===== config.mk =====
export PLATFORM = sky130hd
export DESIGN_NAME = axi3_mem_adapter_flat
export DESIGN_NICKNAME = d
export VERILOG_FILES = /design/src/verilog/axi3_pkg.sv /design/src/verilog/mem_wr_intf.sv /design/src/verilog/mem_rd_intf.sv /design/src/verilog/axi3_intf.sv /design/src/verilog/axi3_mem_adapter.sv /design/src/flat_wrapper.sv
export SDC_FILE = /design/constraint.sdc
export NUM_CORES = 1
export LEC_CHECK = 0
export BUFFER_PORTS_ARGS = -buffer_cell sky130_fd_sc_hd__buf_2
export CORE_AREA = 2 2 156 158
export CTS_BUF_LIST = sky130_fd_sc_hd__clkbuf_8
export CTS_CLUSTER_DIAMETER = 200
export DETAILED_ROUTE_END_ITERATION = 16
export DIE_AREA = 0 0 158 160
export PLACE_DENSITY = 0.68
export SYNTH_ARGS = -nofsm -noshare
export SYNTH_HDL_FRONTEND = slang
export SYNTH_SLANG_ARGS = --single-unit
export TNS_END_PERCENT = 20

===== constraint.sdc =====
create_clock -name clk -period 13.86 [get_ports clk]
set_input_delay 1.386 -clock clk [delete_from_list [all_inputs] [get_ports clk]]
set_output_delay 1.386 -clock clk [all_outputs]
set_load 0.05 [all_outputs]

===== src/verilog/axi3_pkg.sv =====
package axi3_pkg;

    // ----------------------------------------------------------
    // Bus geometry
    // ----------------------------------------------------------
    localparam int ADDR_WID     = 32;
    localparam int DATA_WID     = 64;
    // Byte offset within a 64-bit word
    localparam int BYTE_SEL_WID = 3;

    // ----------------------------------------------------------
    // RAM geometry
    // ----------------------------------------------------------
    localparam int RAM_WORDS      = 256;
    localparam int RAM_IDX_WID    = 8;
    localparam int RAM_RD_LATENCY = 3;

    // Address bits above the mapped range, all zero for a hit
    localparam int RAM_MAP_LSB = BYTE_SEL_WID + RAM_IDX_WID;

    localparam logic [RAM_IDX_WID-1:0] RAM_LAST_IDX = RAM_IDX_WID'(RAM_WORDS - 1);

    // Wait states between read address and data, minus one
    localparam int                    RD_LAT_WID  = $clog2(RAM_RD_LATENCY);
    localparam logic [RD_LAT_WID-1:0] RD_LAT_LAST = RD_LAT_WID'(RAM_RD_LATENCY - 2);

    // ----------------------------------------------------------
    // Adapter timeouts
    // ----------------------------------------------------------
    localparam int WR_TIMEOUT = 64;
    localparam int RD_TIMEOUT = 64;

    localparam int                      WR_TIMER_WID  = $clog2(WR_TIMEOUT);
    localparam logic [WR_TIMER_WID-1:0] WR_TIMER_LAST = WR_TIMER_WID'(WR_TIMEOUT - 1);
    localparam int                      RD_TIMER_WID  = $clog2(RD_TIMEOUT);
    localparam logic [RD_TIMER_WID-1:0] RD_TIMER_LAST = RD_TIMER_WID'(RD_TIMEOUT - 1);

    // RAM controller states
    typedef enum logic [2:0] {
        ST_CLEAR,
        ST_IDLE,
        ST_WR_RESP,
        ST_RD_WAIT,
        ST_RD_RESP
    } ram_state_t;

endpackage : axi3_pkg


===== src/verilog/mem_wr_intf.sv =====
interface mem_wr_intf;

    logic                          req;
    logic                          rdy;
    logic                          ack;
    logic [axi3_pkg::ADDR_WID-1:0] addr;
    logic [axi3_pkg::DATA_WID-1:0] data;

    // Request source
    modport controller (
        output req, addr, data,
        input  rdy, ack
    );

    // Request sink
    modport peripheral (
        input  req, addr, data,
        output rdy, ack
    );

endinterface : mem_wr_intf


===== src/verilog/mem_rd_intf.sv =====
interface mem_rd_intf;

    logic                          req;
    logic                          rdy;
    logic                          ack;
    logic [axi3_pkg::ADDR_WID-1:0] addr;
    // Valid in the ack cycle
    logic [axi3_pkg::DATA_WID-1:0] data;

    modport controller (
        output req, addr,
        input  rdy, ack, data
    );

    modport peripheral (
        input  req, addr,
        output rdy, ack, data
    );

endinterface : mem_rd_intf


===== src/verilog/axi3_intf.sv =====
interface axi3_intf;

    // Write address
    logic                          awvalid;
    logic                          awready;
    logic [axi3_pkg::ADDR_WID-1:0] awaddr;

    // Write data, single full-width beat
    logic                          wvalid;
    logic                          wready;
    logic [axi3_pkg::DATA_WID-1:0] wdata;

    // Write response
    logic                          bvalid;
    logic                          bready;

    // Read address
    logic                          arvalid;
    logic                          arready;
    logic [axi3_pkg::ADDR_WID-1:0] araddr;

    // Read data
    logic                          rvalid;
    logic                          rready;
    logic [axi3_pkg::DATA_WID-1:0] rdata;

    modport controller (
        output awvalid, awaddr, wvalid, wdata, bready,
        output arvalid, araddr, rready,
        input  awready, wready, bvalid, arready, rvalid, rdata
    );

    modport peripheral (
        input  awvalid, awaddr, wvalid, wdata, bready,
        input  arvalid, araddr, rready,
        output awready, wready, bvalid, arready, rvalid, rdata
    );

endinterface : axi3_intf


===== src/verilog/axi3_mem_adapter.sv =====
module axi3_mem_adapter (
    input  logic           clk,
    input  logic           srst,

    mem_wr_intf.peripheral mem_wr_if,
    mem_rd_intf.peripheral mem_rd_if,

    axi3_intf.controller   axi3_if
);

    logic                                wr_accept;
    logic                                wr_pending;
    logic                                wr_timeout;
    logic [axi3_pkg::WR_TIMER_WID-1:0]   wr_timer;

    logic                                rd_accept;
    logic                                rd_pending;
    logic                                rd_timeout;
    logic [axi3_pkg::RD_TIMER_WID-1:0]   rd_timer;

    // ----------------------------------------------------------
    // Write channel
    // ----------------------------------------------------------
    assign wr_accept     = mem_wr_if.req && mem_wr_if.rdy;
    assign mem_wr_if.rdy = !wr_pending;
    assign wr_timeout    = wr_pending && (wr_timer == axi3_pkg::WR_TIMER_LAST);

    always_ff @(posedge clk) begin
        if (srst) begin
            wr_pending        <= 1'b0;
            wr_timer          <= '0;
            axi3_if.awvalid   <= 1'b0;
            axi3_if.wvalid    <= 1'b0;
            axi3_if.bready    <= 1'b0;
            mem_wr_if.ack     <= 1'b0;
        end else begin
            if (wr_accept) begin
                wr_pending <= 1'b1;
            end else if (mem_wr_if.ack) begin
                wr_pending <= 1'b0;
            end

            // Counts only while a write is outstanding
            if (wr_pending) begin
                wr_timer <= wr_timer + 1'b1;
            end else begin
                wr_timer <= '0;
            end

            // Address and data issued together
            if (wr_accept) begin
                axi3_if.awvalid <= 1'b1;
                axi3_if.wvalid  <= 1'b1;
            end else begin
                if (axi3_if.awready || wr_timeout) begin
                    axi3_if.awvalid <= 1'b0;
                end
                if (axi3_if.wready || wr_timeout) begin
                    axi3_if.wvalid <= 1'b0;
                end
            end

            // Idle bready follows bvalid so a late response is drained
            if (wr_accept) begin
                axi3_if.bready <= 1'b1;
            end else if (wr_pending) begin
                if (axi3_if.bvalid || wr_timeout) begin
                    axi3_if.bready <= 1'b0;
                end
            end else begin
                axi3_if.bready <= axi3_if.bvalid;
            end

            mem_wr_if.ack <= wr_pending && !mem_wr_if.ack &&
                             (wr_timeout || (axi3_if.bvalid && axi3_if.bready));
        end
    end

    always_ff @(posedge clk) begin
        if (wr_accept) begin
            axi3_if.awaddr <= mem_wr_if.addr;
            axi3_if.wdata  <= mem_wr_if.data;
        end
    end

    // ----------------------------------------------------------
    // Read channel
    // ----------------------------------------------------------
    assign rd_accept     = mem_rd_if.req && mem_rd_if.rdy;
    assign mem_rd_if.rdy = !rd_pending;
    assign rd_timeout    = rd_pending && (rd_timer == axi3_pkg::RD_TIMER_LAST);

    always_ff @(posedge clk) begin
        if (srst) begin
            rd_pending      <= 1'b0;
            rd_timer        <= '0;
            axi3_if.arvalid <= 1'b0;
            axi3_if.rready  <= 1'b0;
            mem_rd_if.ack   <= 1'b0;
        end else begin
            if (rd_accept) begin
                rd_pending <= 1'b1;
            end else if (mem_rd_if.ack) begin
                rd_pending <= 1'b0;
            end

            if (rd_pending) begin
                rd_timer <= rd_timer + 1'b1;
            end else begin
                rd_timer <= '0;
            end

            if (rd_accept) begin
                axi3_if.arvalid <= 1'b1;
            end else if (axi3_if.arready || rd_timeout) begin
                axi3_if.arvalid <= 1'b0;
            end

            if (rd_accept) begin
                axi3_if.rready <= 1'b1;
            end else if (rd_pending) begin
                if (axi3_if.rvalid || rd_timeout) begin
                    axi3_if.rready <= 1'b0;
                end
            end else begin
                axi3_if.rready <= axi3_if.rvalid;
            end

            mem_rd_if.ack <= rd_pending && !mem_rd_if.ack &&
                             (rd_timeout || (axi3_if.rvalid && axi3_if.rready));
        end
    end

    always_ff @(posedge clk) begin
        if (rd_accept) begin
            axi3_if.araddr <= mem_rd_if.addr;
        end
        // Real data wins over a timeout in the same cycle
        if (rd_pending && axi3_if.rvalid && axi3_if.rready) begin
            mem_rd_if.data <= axi3_if.rdata;
        end else if (rd_timeout) begin
            mem_rd_if.data <= '0;
        end
    end

    // ----------------------------------------------------------
    // Checks
    // ----------------------------------------------------------
    a_wr_ack_pending : assert property (@(posedge clk) disable iff (srst)
        mem_wr_if.ack |-> wr_pending);

    a_rd_ack_pending : assert property (@(posedge clk) disable iff (srst)
        mem_rd_if.ack |-> rd_pending);

    // Holds only if the slave raises awready and wready together
    a_aw_w_paired : assert property (@(posedge clk) disable iff (srst)
        axi3_if.awvalid == axi3_if.wvalid);

endmodule : axi3_mem_adapter


===== src/flat_wrapper.sv =====
// flat-port wrapper written by rule: the top's interface ports become plain ports
module axi3_mem_adapter_flat 
  (clk, srst, mem_wr_if_req, mem_wr_if_addr, mem_wr_if_data, mem_wr_if_rdy, mem_wr_if_ack, mem_rd_if_req, mem_rd_if_addr, mem_rd_if_rdy, mem_rd_if_ack, mem_rd_if_data, axi3_if_awvalid, axi3_if_awaddr, axi3_if_wvalid, axi3_if_wdata, axi3_if_bready, axi3_if_arvalid, axi3_if_araddr, axi3_if_rready, axi3_if_awready, axi3_if_wready, axi3_if_bvalid, axi3_if_arready, axi3_if_rvalid, axi3_if_rdata);
  mem_wr_intf mem_wr_if_i ();
  mem_rd_intf mem_rd_if_i ();
  axi3_intf axi3_if_i ();
  input  logic clk;
  input  logic srst;
  input wire logic [$bits(mem_wr_if_i.req)-1:0] mem_wr_if_req;
  input wire logic [$bits(mem_wr_if_i.addr)-1:0] mem_wr_if_addr;
  input wire logic [$bits(mem_wr_if_i.data)-1:0] mem_wr_if_data;
  output wire logic [$bits(mem_wr_if_i.rdy)-1:0] mem_wr_if_rdy;
  output wire logic [$bits(mem_wr_if_i.ack)-1:0] mem_wr_if_ack;
  input wire logic [$bits(mem_rd_if_i.req)-1:0] mem_rd_if_req;
  input wire logic [$bits(mem_rd_if_i.addr)-1:0] mem_rd_if_addr;
  output wire logic [$bits(mem_rd_if_i.rdy)-1:0] mem_rd_if_rdy;
  output wire logic [$bits(mem_rd_if_i.ack)-1:0] mem_rd_if_ack;
  output wire logic [$bits(mem_rd_if_i.data)-1:0] mem_rd_if_data;
  output wire logic [$bits(axi3_if_i.awvalid)-1:0] axi3_if_awvalid;
  output wire logic [$bits(axi3_if_i.awaddr)-1:0] axi3_if_awaddr;
  output wire logic [$bits(axi3_if_i.wvalid)-1:0] axi3_if_wvalid;
  output wire logic [$bits(axi3_if_i.wdata)-1:0] axi3_if_wdata;
  output wire logic [$bits(axi3_if_i.bready)-1:0] axi3_if_bready;
  output wire logic [$bits(axi3_if_i.arvalid)-1:0] axi3_if_arvalid;
  output wire logic [$bits(axi3_if_i.araddr)-1:0] axi3_if_araddr;
  output wire logic [$bits(axi3_if_i.rready)-1:0] axi3_if_rready;
  input wire logic [$bits(axi3_if_i.awready)-1:0] axi3_if_awready;
  input wire logic [$bits(axi3_if_i.wready)-1:0] axi3_if_wready;
  input wire logic [$bits(axi3_if_i.bvalid)-1:0] axi3_if_bvalid;
  input wire logic [$bits(axi3_if_i.arready)-1:0] axi3_if_arready;
  input wire logic [$bits(axi3_if_i.rvalid)-1:0] axi3_if_rvalid;
  input wire logic [$bits(axi3_if_i.rdata)-1:0] axi3_if_rdata;
  assign mem_wr_if_i.req = mem_wr_if_req;
  assign mem_wr_if_i.addr = mem_wr_if_addr;
  assign mem_wr_if_i.data = mem_wr_if_data;
  assign mem_wr_if_rdy = mem_wr_if_i.rdy;
  assign mem_wr_if_ack = mem_wr_if_i.ack;
  assign mem_rd_if_i.req = mem_rd_if_req;
  assign mem_rd_if_i.addr = mem_rd_if_addr;
  assign mem_rd_if_rdy = mem_rd_if_i.rdy;
  assign mem_rd_if_ack = mem_rd_if_i.ack;
  assign mem_rd_if_data = mem_rd_if_i.data;
  assign axi3_if_awvalid = axi3_if_i.awvalid;
  assign axi3_if_awaddr = axi3_if_i.awaddr;
  assign axi3_if_wvalid = axi3_if_i.wvalid;
  assign axi3_if_wdata = axi3_if_i.wdata;
  assign axi3_if_bready = axi3_if_i.bready;
  assign axi3_if_arvalid = axi3_if_i.arvalid;
  assign axi3_if_araddr = axi3_if_i.araddr;
  assign axi3_if_rready = axi3_if_i.rready;
  assign axi3_if_i.awready = axi3_if_awready;
  assign axi3_if_i.wready = axi3_if_wready;
  assign axi3_if_i.bvalid = axi3_if_bvalid;
  assign axi3_if_i.arready = axi3_if_arready;
  assign axi3_if_i.rvalid = axi3_if_rvalid;
  assign axi3_if_i.rdata = axi3_if_rdata;
  axi3_mem_adapter u_core (.clk(clk), .srst(srst), .mem_wr_if(mem_wr_if_i), .mem_rd_if(mem_rd_if_i), .axi3_if(axi3_if_i));
endmodule

==> results.sh, run 1 <==
export IMPL_htreeDepth=2
export IMPL_num_rows=57
export IMPL_tns_ns=0
export IMPL_cts_buffers=36
export IMPL_fmax_mhz=343
export IMPL_p_leak_nw=4.12
export IMPL_insertion_delay_ns=0.50
export IMPL_reg2reg_slack_ns=11.45
export IMPL_track_usage_pct=14.5
export IMPL_crit_buf_inv=2
export IMPL_netlist_top_cells_count="edfxtp_1 (192), and2_1 (64), dfxtp_1 (21), nor2_1 (12)"
export IMPL_ys_ff_latch=213
export IMPL_worstPathMaxFanout=70
export IMPL_required_ns=13.98
export IMPL_dr_first_iter_drc_count=212
export IMPL_dp_hpwl_um=14700
export IMPL_synthDominantAreaCellType="edfxtp_1"
export IMPL_synth_net_count=555
export IMPL_maxCapViolations=0
export IMPL_vias_per_cell=4.09
export IMPL_synth_main_ff_cell="edfxtp_1"
export IMPL_initial_core_util_pct=29.7
export IMPL_postCtsSetupBuffers=0
export IMPL_wl_per_cell_um=17.1
export IMPL_die_area_um2=25300
export IMPL_crit_type="primary input to register"
export IMPL_hold_viol=0
export IMPL_fin_crit_ns=2.92
export IMPL_ir_drop_mv=0.0821
export IMPL_critical_path_cell_chain="buf_2 -> nor2b_4 -> buf_4"
export IMPL_die_h_um=160
export IMPL_final_layout_size_suffix_gt1_share_pct=55.9
export IMPL_cp_top_family="buffers and inverters"
export IMPL_root_buffer="clkbuf_8"
export IMPL_yosysMostFrequentCell="edfxtp_1"
export IMPL_final_util_pct=42.4
export IMPL_setup_viol=0
export IMPL_port_buffers=401
export IMPL_slew_headroom_pct=42.9
export IMPL_crit_arrival_ns=3.04
export IMPL_synth_top_area_share_pct=81.6
export IMPL_drc_errors=0
export IMPL_powerDensity_nw_per_um2=141
export IMPL_slew_viol_final=0
export IMPL_io_pins=402
export IMPL_grt_pass1_wl_um=27000
export IMPL_endpoint_kind="register"
export IMPL_final_nets=988
export IMPL_vias=4658
export IMPL_synth_cell_types=29
export IMPL_min_period_over_period_pct=21.0
export IMPL_rsz0062_at_grt="no"
export IMPL_max_slew_worst_pin_slew_ns=0.856
export IMPL_fin_skew_ns=0.0202
export IMPL_grt_pass1_vias=4666
export IMPL_yosysWarnings=0
export IMPL_synthTopCellsByArea="edfxtp_1 (82%), dfxtp_1 (6.0%), and2_1 (5.7%), buf_6 (0.96%), nor2_1 (0.64%)"
export IMPL_seq_area_frac_synth_pct=87.6
export IMPL_overflow=0
export IMPL_ant_nets=0
export IMPL_gp_congestion=0.748
export IMPL_antenna_found_initial=5
export IMPL_grt_max_degree=71
export IMPL_area_delta_synth_final_pct=42.8
export IMPL_core_area_um2=23800
export IMPL_post_cts_resized=0
export IMPL_cts_tree="yes"
export IMPL_netlist_area_um2=7070
export IMPL_status="completed"
export IMPL_avgSynthCellArea_um2=20.1
export IMPL_worst_setup_path_start_kind="primary input"
export IMPL_synth_edf_count=192
export IMPL_fill_cells=2266
export IMPL_cts_max_path_buffers=3
export IMPL_slowest_delay_ns=0.80
export IMPL_routed_wirelength_um=19400
export IMPL_ys_async_sr_fraction_pct=0
export IMPL_cp_slowest_cell="buf_4"
export IMPL_clock_sinks=213
export IMPL_die_w_um=158
export IMPL_hold_class="register to register"
export IMPL_cts_hold_buffers=0
export IMPL_drt_first_pass_iters=4
export IMPL_syn_inst=352
export IMPL_clkTransAtPathRegs_ns=0.05
[sequential cells by signal, summed over array words and instances (netlist names), 6 cells and up]
name,cells
u_core.axi3_if.araddr,32
u_core.axi3_if.awaddr,32
u_core.axi3_if.wdata,64
u_core.mem_rd_if.data,64
u_core.rd_timer,6
u_core.wr_timer,6
[placed cells by master, fill, tap and decap left out]
cell type,n
a21oi_1,3
bufinv_16,1
buf_4,3
clkbuf_8,38
inv_1,19
nand3_2,1
buf_2,401
nand2_1,7
clkinv_2,2
o211ai_1,1
nor3_1,2
a41oi_1,1
o41ai_1,3
xor2_1,3
or3_1,2
nor2b_2,1
o2111ai_1,1
clkinvlp_4,2
o21ai_0,3
diode_2,4
ha_1,2
and3_1,3
nor2b_4,1
edfxtp_1,192
and3_4,2
nor3b_1,1
nor2_1,12
o31ai_1,1
dfxtp_1,21
and2_1,64
a211oi_1,3
xnor2_1,3
clkinv_1,7
nand3_1,3
inv_2,1
[metal layers]
layer	vias to the layer above	part of all wire (%)	global-route usage, %
met5	-	0	0
met4	0	3.9	7.00
met3	49	8.4	4.61
met2	239	52	26.2
met1	2194	35	15.1
li1	2176	-	-
[cells by family (layout without fill, tap and decap cells)]
family | after synthesis | count (layout) | share of synthesized area, %
AOI/OAI and AO/OA | 16 | 16 | 1.58
xor gates and xnor gates | 6 | 6 | 0.744
adders and majority gates | 2 | 2 | 0.354
buffers and inverters | 16 | 474 | 1.56
DFF | 213 | 213 | 87.6
other | 0 | 4 | 0
and+or+nand+nor | 99 | 99 | 8.22
[power by group]
group	switching [mW]	total [mW]	internal (mW)	leakage (nW)
clock	0.236	0.507	0.271	0.376
combinational	0.129	0.170	0.0408	1.86
sequential	0.00866	0.741	0.732	1.88
total	0.374	1.42	1.04	4.12
[stage by stage]
| stage | instances | worst slack (ns) | hold WS [ns] | power, mW | cell area (um2) |
|---|---|---|---|---|---|
| 4_1_cts | 1134 | 10.96 | 0.453 | 1.44 | 10100 |
| 3_3_place_gp | 1071 | 10.44 | 0.430 | 0.923 | 9430 |
| 5_1_grt | 1138 | 10.82 | 0.473 | 1.48 | 10100 |
| 3_5_place_dp | 1071 | 10.42 | 0.436 | 0.926 | 9430 |
| 2_1_floorplan | 352 | 7.70 | 0.418 | 0.868 | 7070 |
| 6_report | 1138 | 10.94 | 0.450 | 1.42 | 10100 |
[layout make-up]
cell class / instances / area, um2 / share of cell area [%]
flip-flops and latches: 213 / 6190 / 61.3
repair buffers: 404 / 2030 / 20.1
multi-input cells: 123 / 779 / 7.73
clock buffers: 38 / 523 / 5.18
well taps: 324 / 405 / 4.02
clock inverters: 25 / 130 / 1.29
inverters: 7 / 26.3 / 0.260
diodes: 4 / 10.0 / 0.0992
[path summary, 6_finish.rpt]
kind,start,to,cells after the start
max,mem_wr_if_req,u_core.axi3_if.wdata[31]$_DFFE_PP_,3
min,u_core.mem_wr_if.ack$_SDFF_PP0_,u_core.mem_wr_if.ack$_SDFF_PP0_,1
max reg2reg,u_core.rd_pending$_SDFFE_PP0P_,u_core.mem_rd_if.data[21]$_SDFFCE_PN0P_,4
min reg2reg,u_core.mem_wr_if.ack$_SDFF_PP0_,u_core.mem_wr_if.ack$_SDFF_PP0_,1
Power figures use the tool's default switching activity.
==> run 2: changes to the inputs <==
- CORE_AREA: 2 2 156 158 -> 2 2 158 160
- DIE_AREA: 0 0 158 160 -> 0 0 160 162
- PLACE_DENSITY: 0.68 -> 0.67
- clock period: 13.86 -> 3 ns (I/O delays scaled with it)
==> run 2 against run 1 <==
Against the previous run:
- design area rose by 14%
- combinational power rose to 5.5 times the previous value
- sequential cell count did not move
- critical path depth rose by 2
- critical endpoint is now u_core.mem_rd_if.data[33]$_SDFFCE_PN0P_
- highest routed layer unchanged
==> results.sh, run 2 (same netlist as run 1, synthesis figures left out) <==
export IMPL_status="completed"
export IMPL_slew_headroom_pct=65.2
export IMPL_routed_wirelength_um=21400
export IMPL_die_h_um=162
export IMPL_cts_max_path_buffers=3
export IMPL_p_switching_mw=1.83
export IMPL_fmax_mhz=541
export IMPL_antenna_found_initial=3
export IMPL_gp_congestion=0.786
export IMPL_initial_core_util_pct=29.3
export IMPL_met3_usage_pct=5.11
export IMPL_fin_skew_ns=0.0310
export IMPL_r2r_start="u_core.rd_timer[0]$_SDFF_PP0_"
export IMPL_grt_pass1_wl_um=30300
export IMPL_comb_power_share_pct=13.4
export IMPL_max_slew_worst_pin_slew_ns=0.522
export IMPL_cts_buffers=37
export IMPL_required_ns=3.18
export IMPL_tns_ns=0
export IMPL_powerDensity_nw_per_um2=608
export IMPL_grt_pass1_vias=5466
export IMPL_die_w_um=160
export IMPL_clkTransAtPathRegs_ns=0.06
export IMPL_setup_viol=0
export IMPL_num_rows=57
export IMPL_use_met2_pct=28.4
export IMPL_slew_viol_final=0
export IMPL_post_cts_resized=0
export IMPL_rsz0062_at_grt="no"
export IMPL_p_int_mw=5.18
export IMPL_area_delta_synth_final_pct=63.2
export IMPL_grt_met1_usage_pct=16.1
export IMPL_min_period_over_period_pct=61.7
export IMPL_final_nets=1122
export IMPL_final_layout_size_suffix_gt1_share_pct=48.5
export IMPL_track_usage_pct=15.5
export IMPL_clock_sinks=213
export IMPL_final_cell_mix="buf_2 (401), edfxtp_1 (192), dlygate4sd3_1 (131)"
export IMPL_worst_setup_path_start_kind="register"
export IMPL_drc_errors=0
export IMPL_dr_first_iter_drc_count=411
export IMPL_insertion_delay_ns=0.52
export IMPL_cts_tree="yes"
export IMPL_crit_type="register to register"
export IMPL_htreeDepth=2
export IMPL_dp_hpwl_um=14400
export IMPL_p_clk_share_pct=37.7
export IMPL_fin_total_pwr_mw=7.01
export IMPL_hold_viol=0
export IMPL_busiest_layer="met2"
export IMPL_worstPathMaxFanout=45
export IMPL_ir_drop_mv=0.322
export IMPL_maxCapViolations=0
export IMPL_fin_crit_ns=1.85
export IMPL_stdcell_area_um2=11500
export IMPL_grt_max_degree=97
export IMPL_port_buffers=401
export IMPL_p_leak_nw=4.73
export IMPL_top_regs="u_core.axi3_if.wdata (64), u_core.mem_rd_if.data (64)"
export IMPL_hp_start="axi3_if_rdata[20]"
export IMPL_endpoint_kind="register"
export IMPL_seqPwrFrac_pct=48.9
export IMPL_core_area_um2=24100
export IMPL_drt_first_pass_iters=4
export IMPL_ant_nets=0
export IMPL_crit_arrival_ns=2.03
export IMPL_layout_commonest_cell="buf_2"
export IMPL_place_area_um2=9470
export IMPL_fill_cells=2125
export IMPL_die_area_um2=25900
export IMPL_root_buffer="clkbuf_8"
export IMPL_overflow=0
export IMPL_p_sw_share_pct=26.1
export IMPL_critPathLaunch="u_core.rd_timer[0]$_SDFF_PP0_"
export IMPL_wl_per_cell_um=16.8
export IMPL_vias_per_cell=4.07
export IMPL_io_pins=402
export IMPL_hold_class="primary input to register"
export IMPL_final_util_pct=47.8
export IMPL_vias=5186
-- run 2: area by class of cell --
class / instances / area, um2 / area share (%)
antenna: 3 / 7.51 / 0.0651
clock buffer: 40 / 551 / 4.78
clock inverter: 28 / 193 / 1.67
inverter: 7 / 26.3 / 0.228
multi-input combinational: 123 / 779 / 6.76
sequential: 213 / 6190 / 53.7
tap: 324 / 405 / 3.52
timing repair buffer: 537 / 3380 / 29.3
-- run 2: final timing paths --
path | to | slack, ns | cells past startpoint
max | u_core.mem_rd_if.data[33]$_SDFFCE_PN0P_ | 1.15 | 5
min | u_core.mem_rd_if.data[20]$_SDFFCE_PN0P_ | 0.07 | 2
max reg2reg | u_core.mem_rd_if.data[33]$_SDFFCE_PN0P_ | 1.15 | 5
min reg2reg | u_core.rd_timer[0]$_SDFF_PP0_ | 0.45 | 1
-- run 2: critical path, cell delays in order (launching register included) --
cell     delay (ns)
dfxtp_1        0.35
ha_1           0.19
and3_4         0.20
a41oi_1        0.16
inv_2          0.31
buf_12         0.30
-- run 2: metal layers --
layer,vias up,part of all wire [%]
li1,2450,-
met1,2412,36
met2,274,53
met3,50,8.5
met4,0,3.1
met5,-,0
-- run 2: power groups by stage --
stage / clock (mW) / sequential (mW) / combinational, mW
floorplan: 0 / 3.92 / 0.0840
global placement: 0 / 3.48 / 0.791
detailed placement: 0 / 3.48 / 0.797
CTS: 2.72 / 3.42 / 0.939
global route: 2.85 / 3.43 / 0.981
finish: 2.64 / 3.43 / 0.941
-- run 2: stage by stage --
| stage | setup WS [ns] | hold slack, ns | cells |
|---|---|---|---|
| 6_report | 1.15 | 0.0654 | 1275 |
| 5_1_grt | 1.05 | 0.0235 | 1275 |
| 3_3_place_gp | 1.18 | 0.437 | 1073 |
| 3_5_place_dp | 1.14 | 0.443 | 1073 |
| 4_1_cts | 1.15 | 0.00190 | 1271 |
| 2_1_floorplan | 0.211 | 0.399 | 352 |
-- run 2: repair_timing --
action                                 4_1_cts  5_1_grt
endpoints found under the hold margin      130        1
setup buffers                                0        0
hold buffers                               130        1
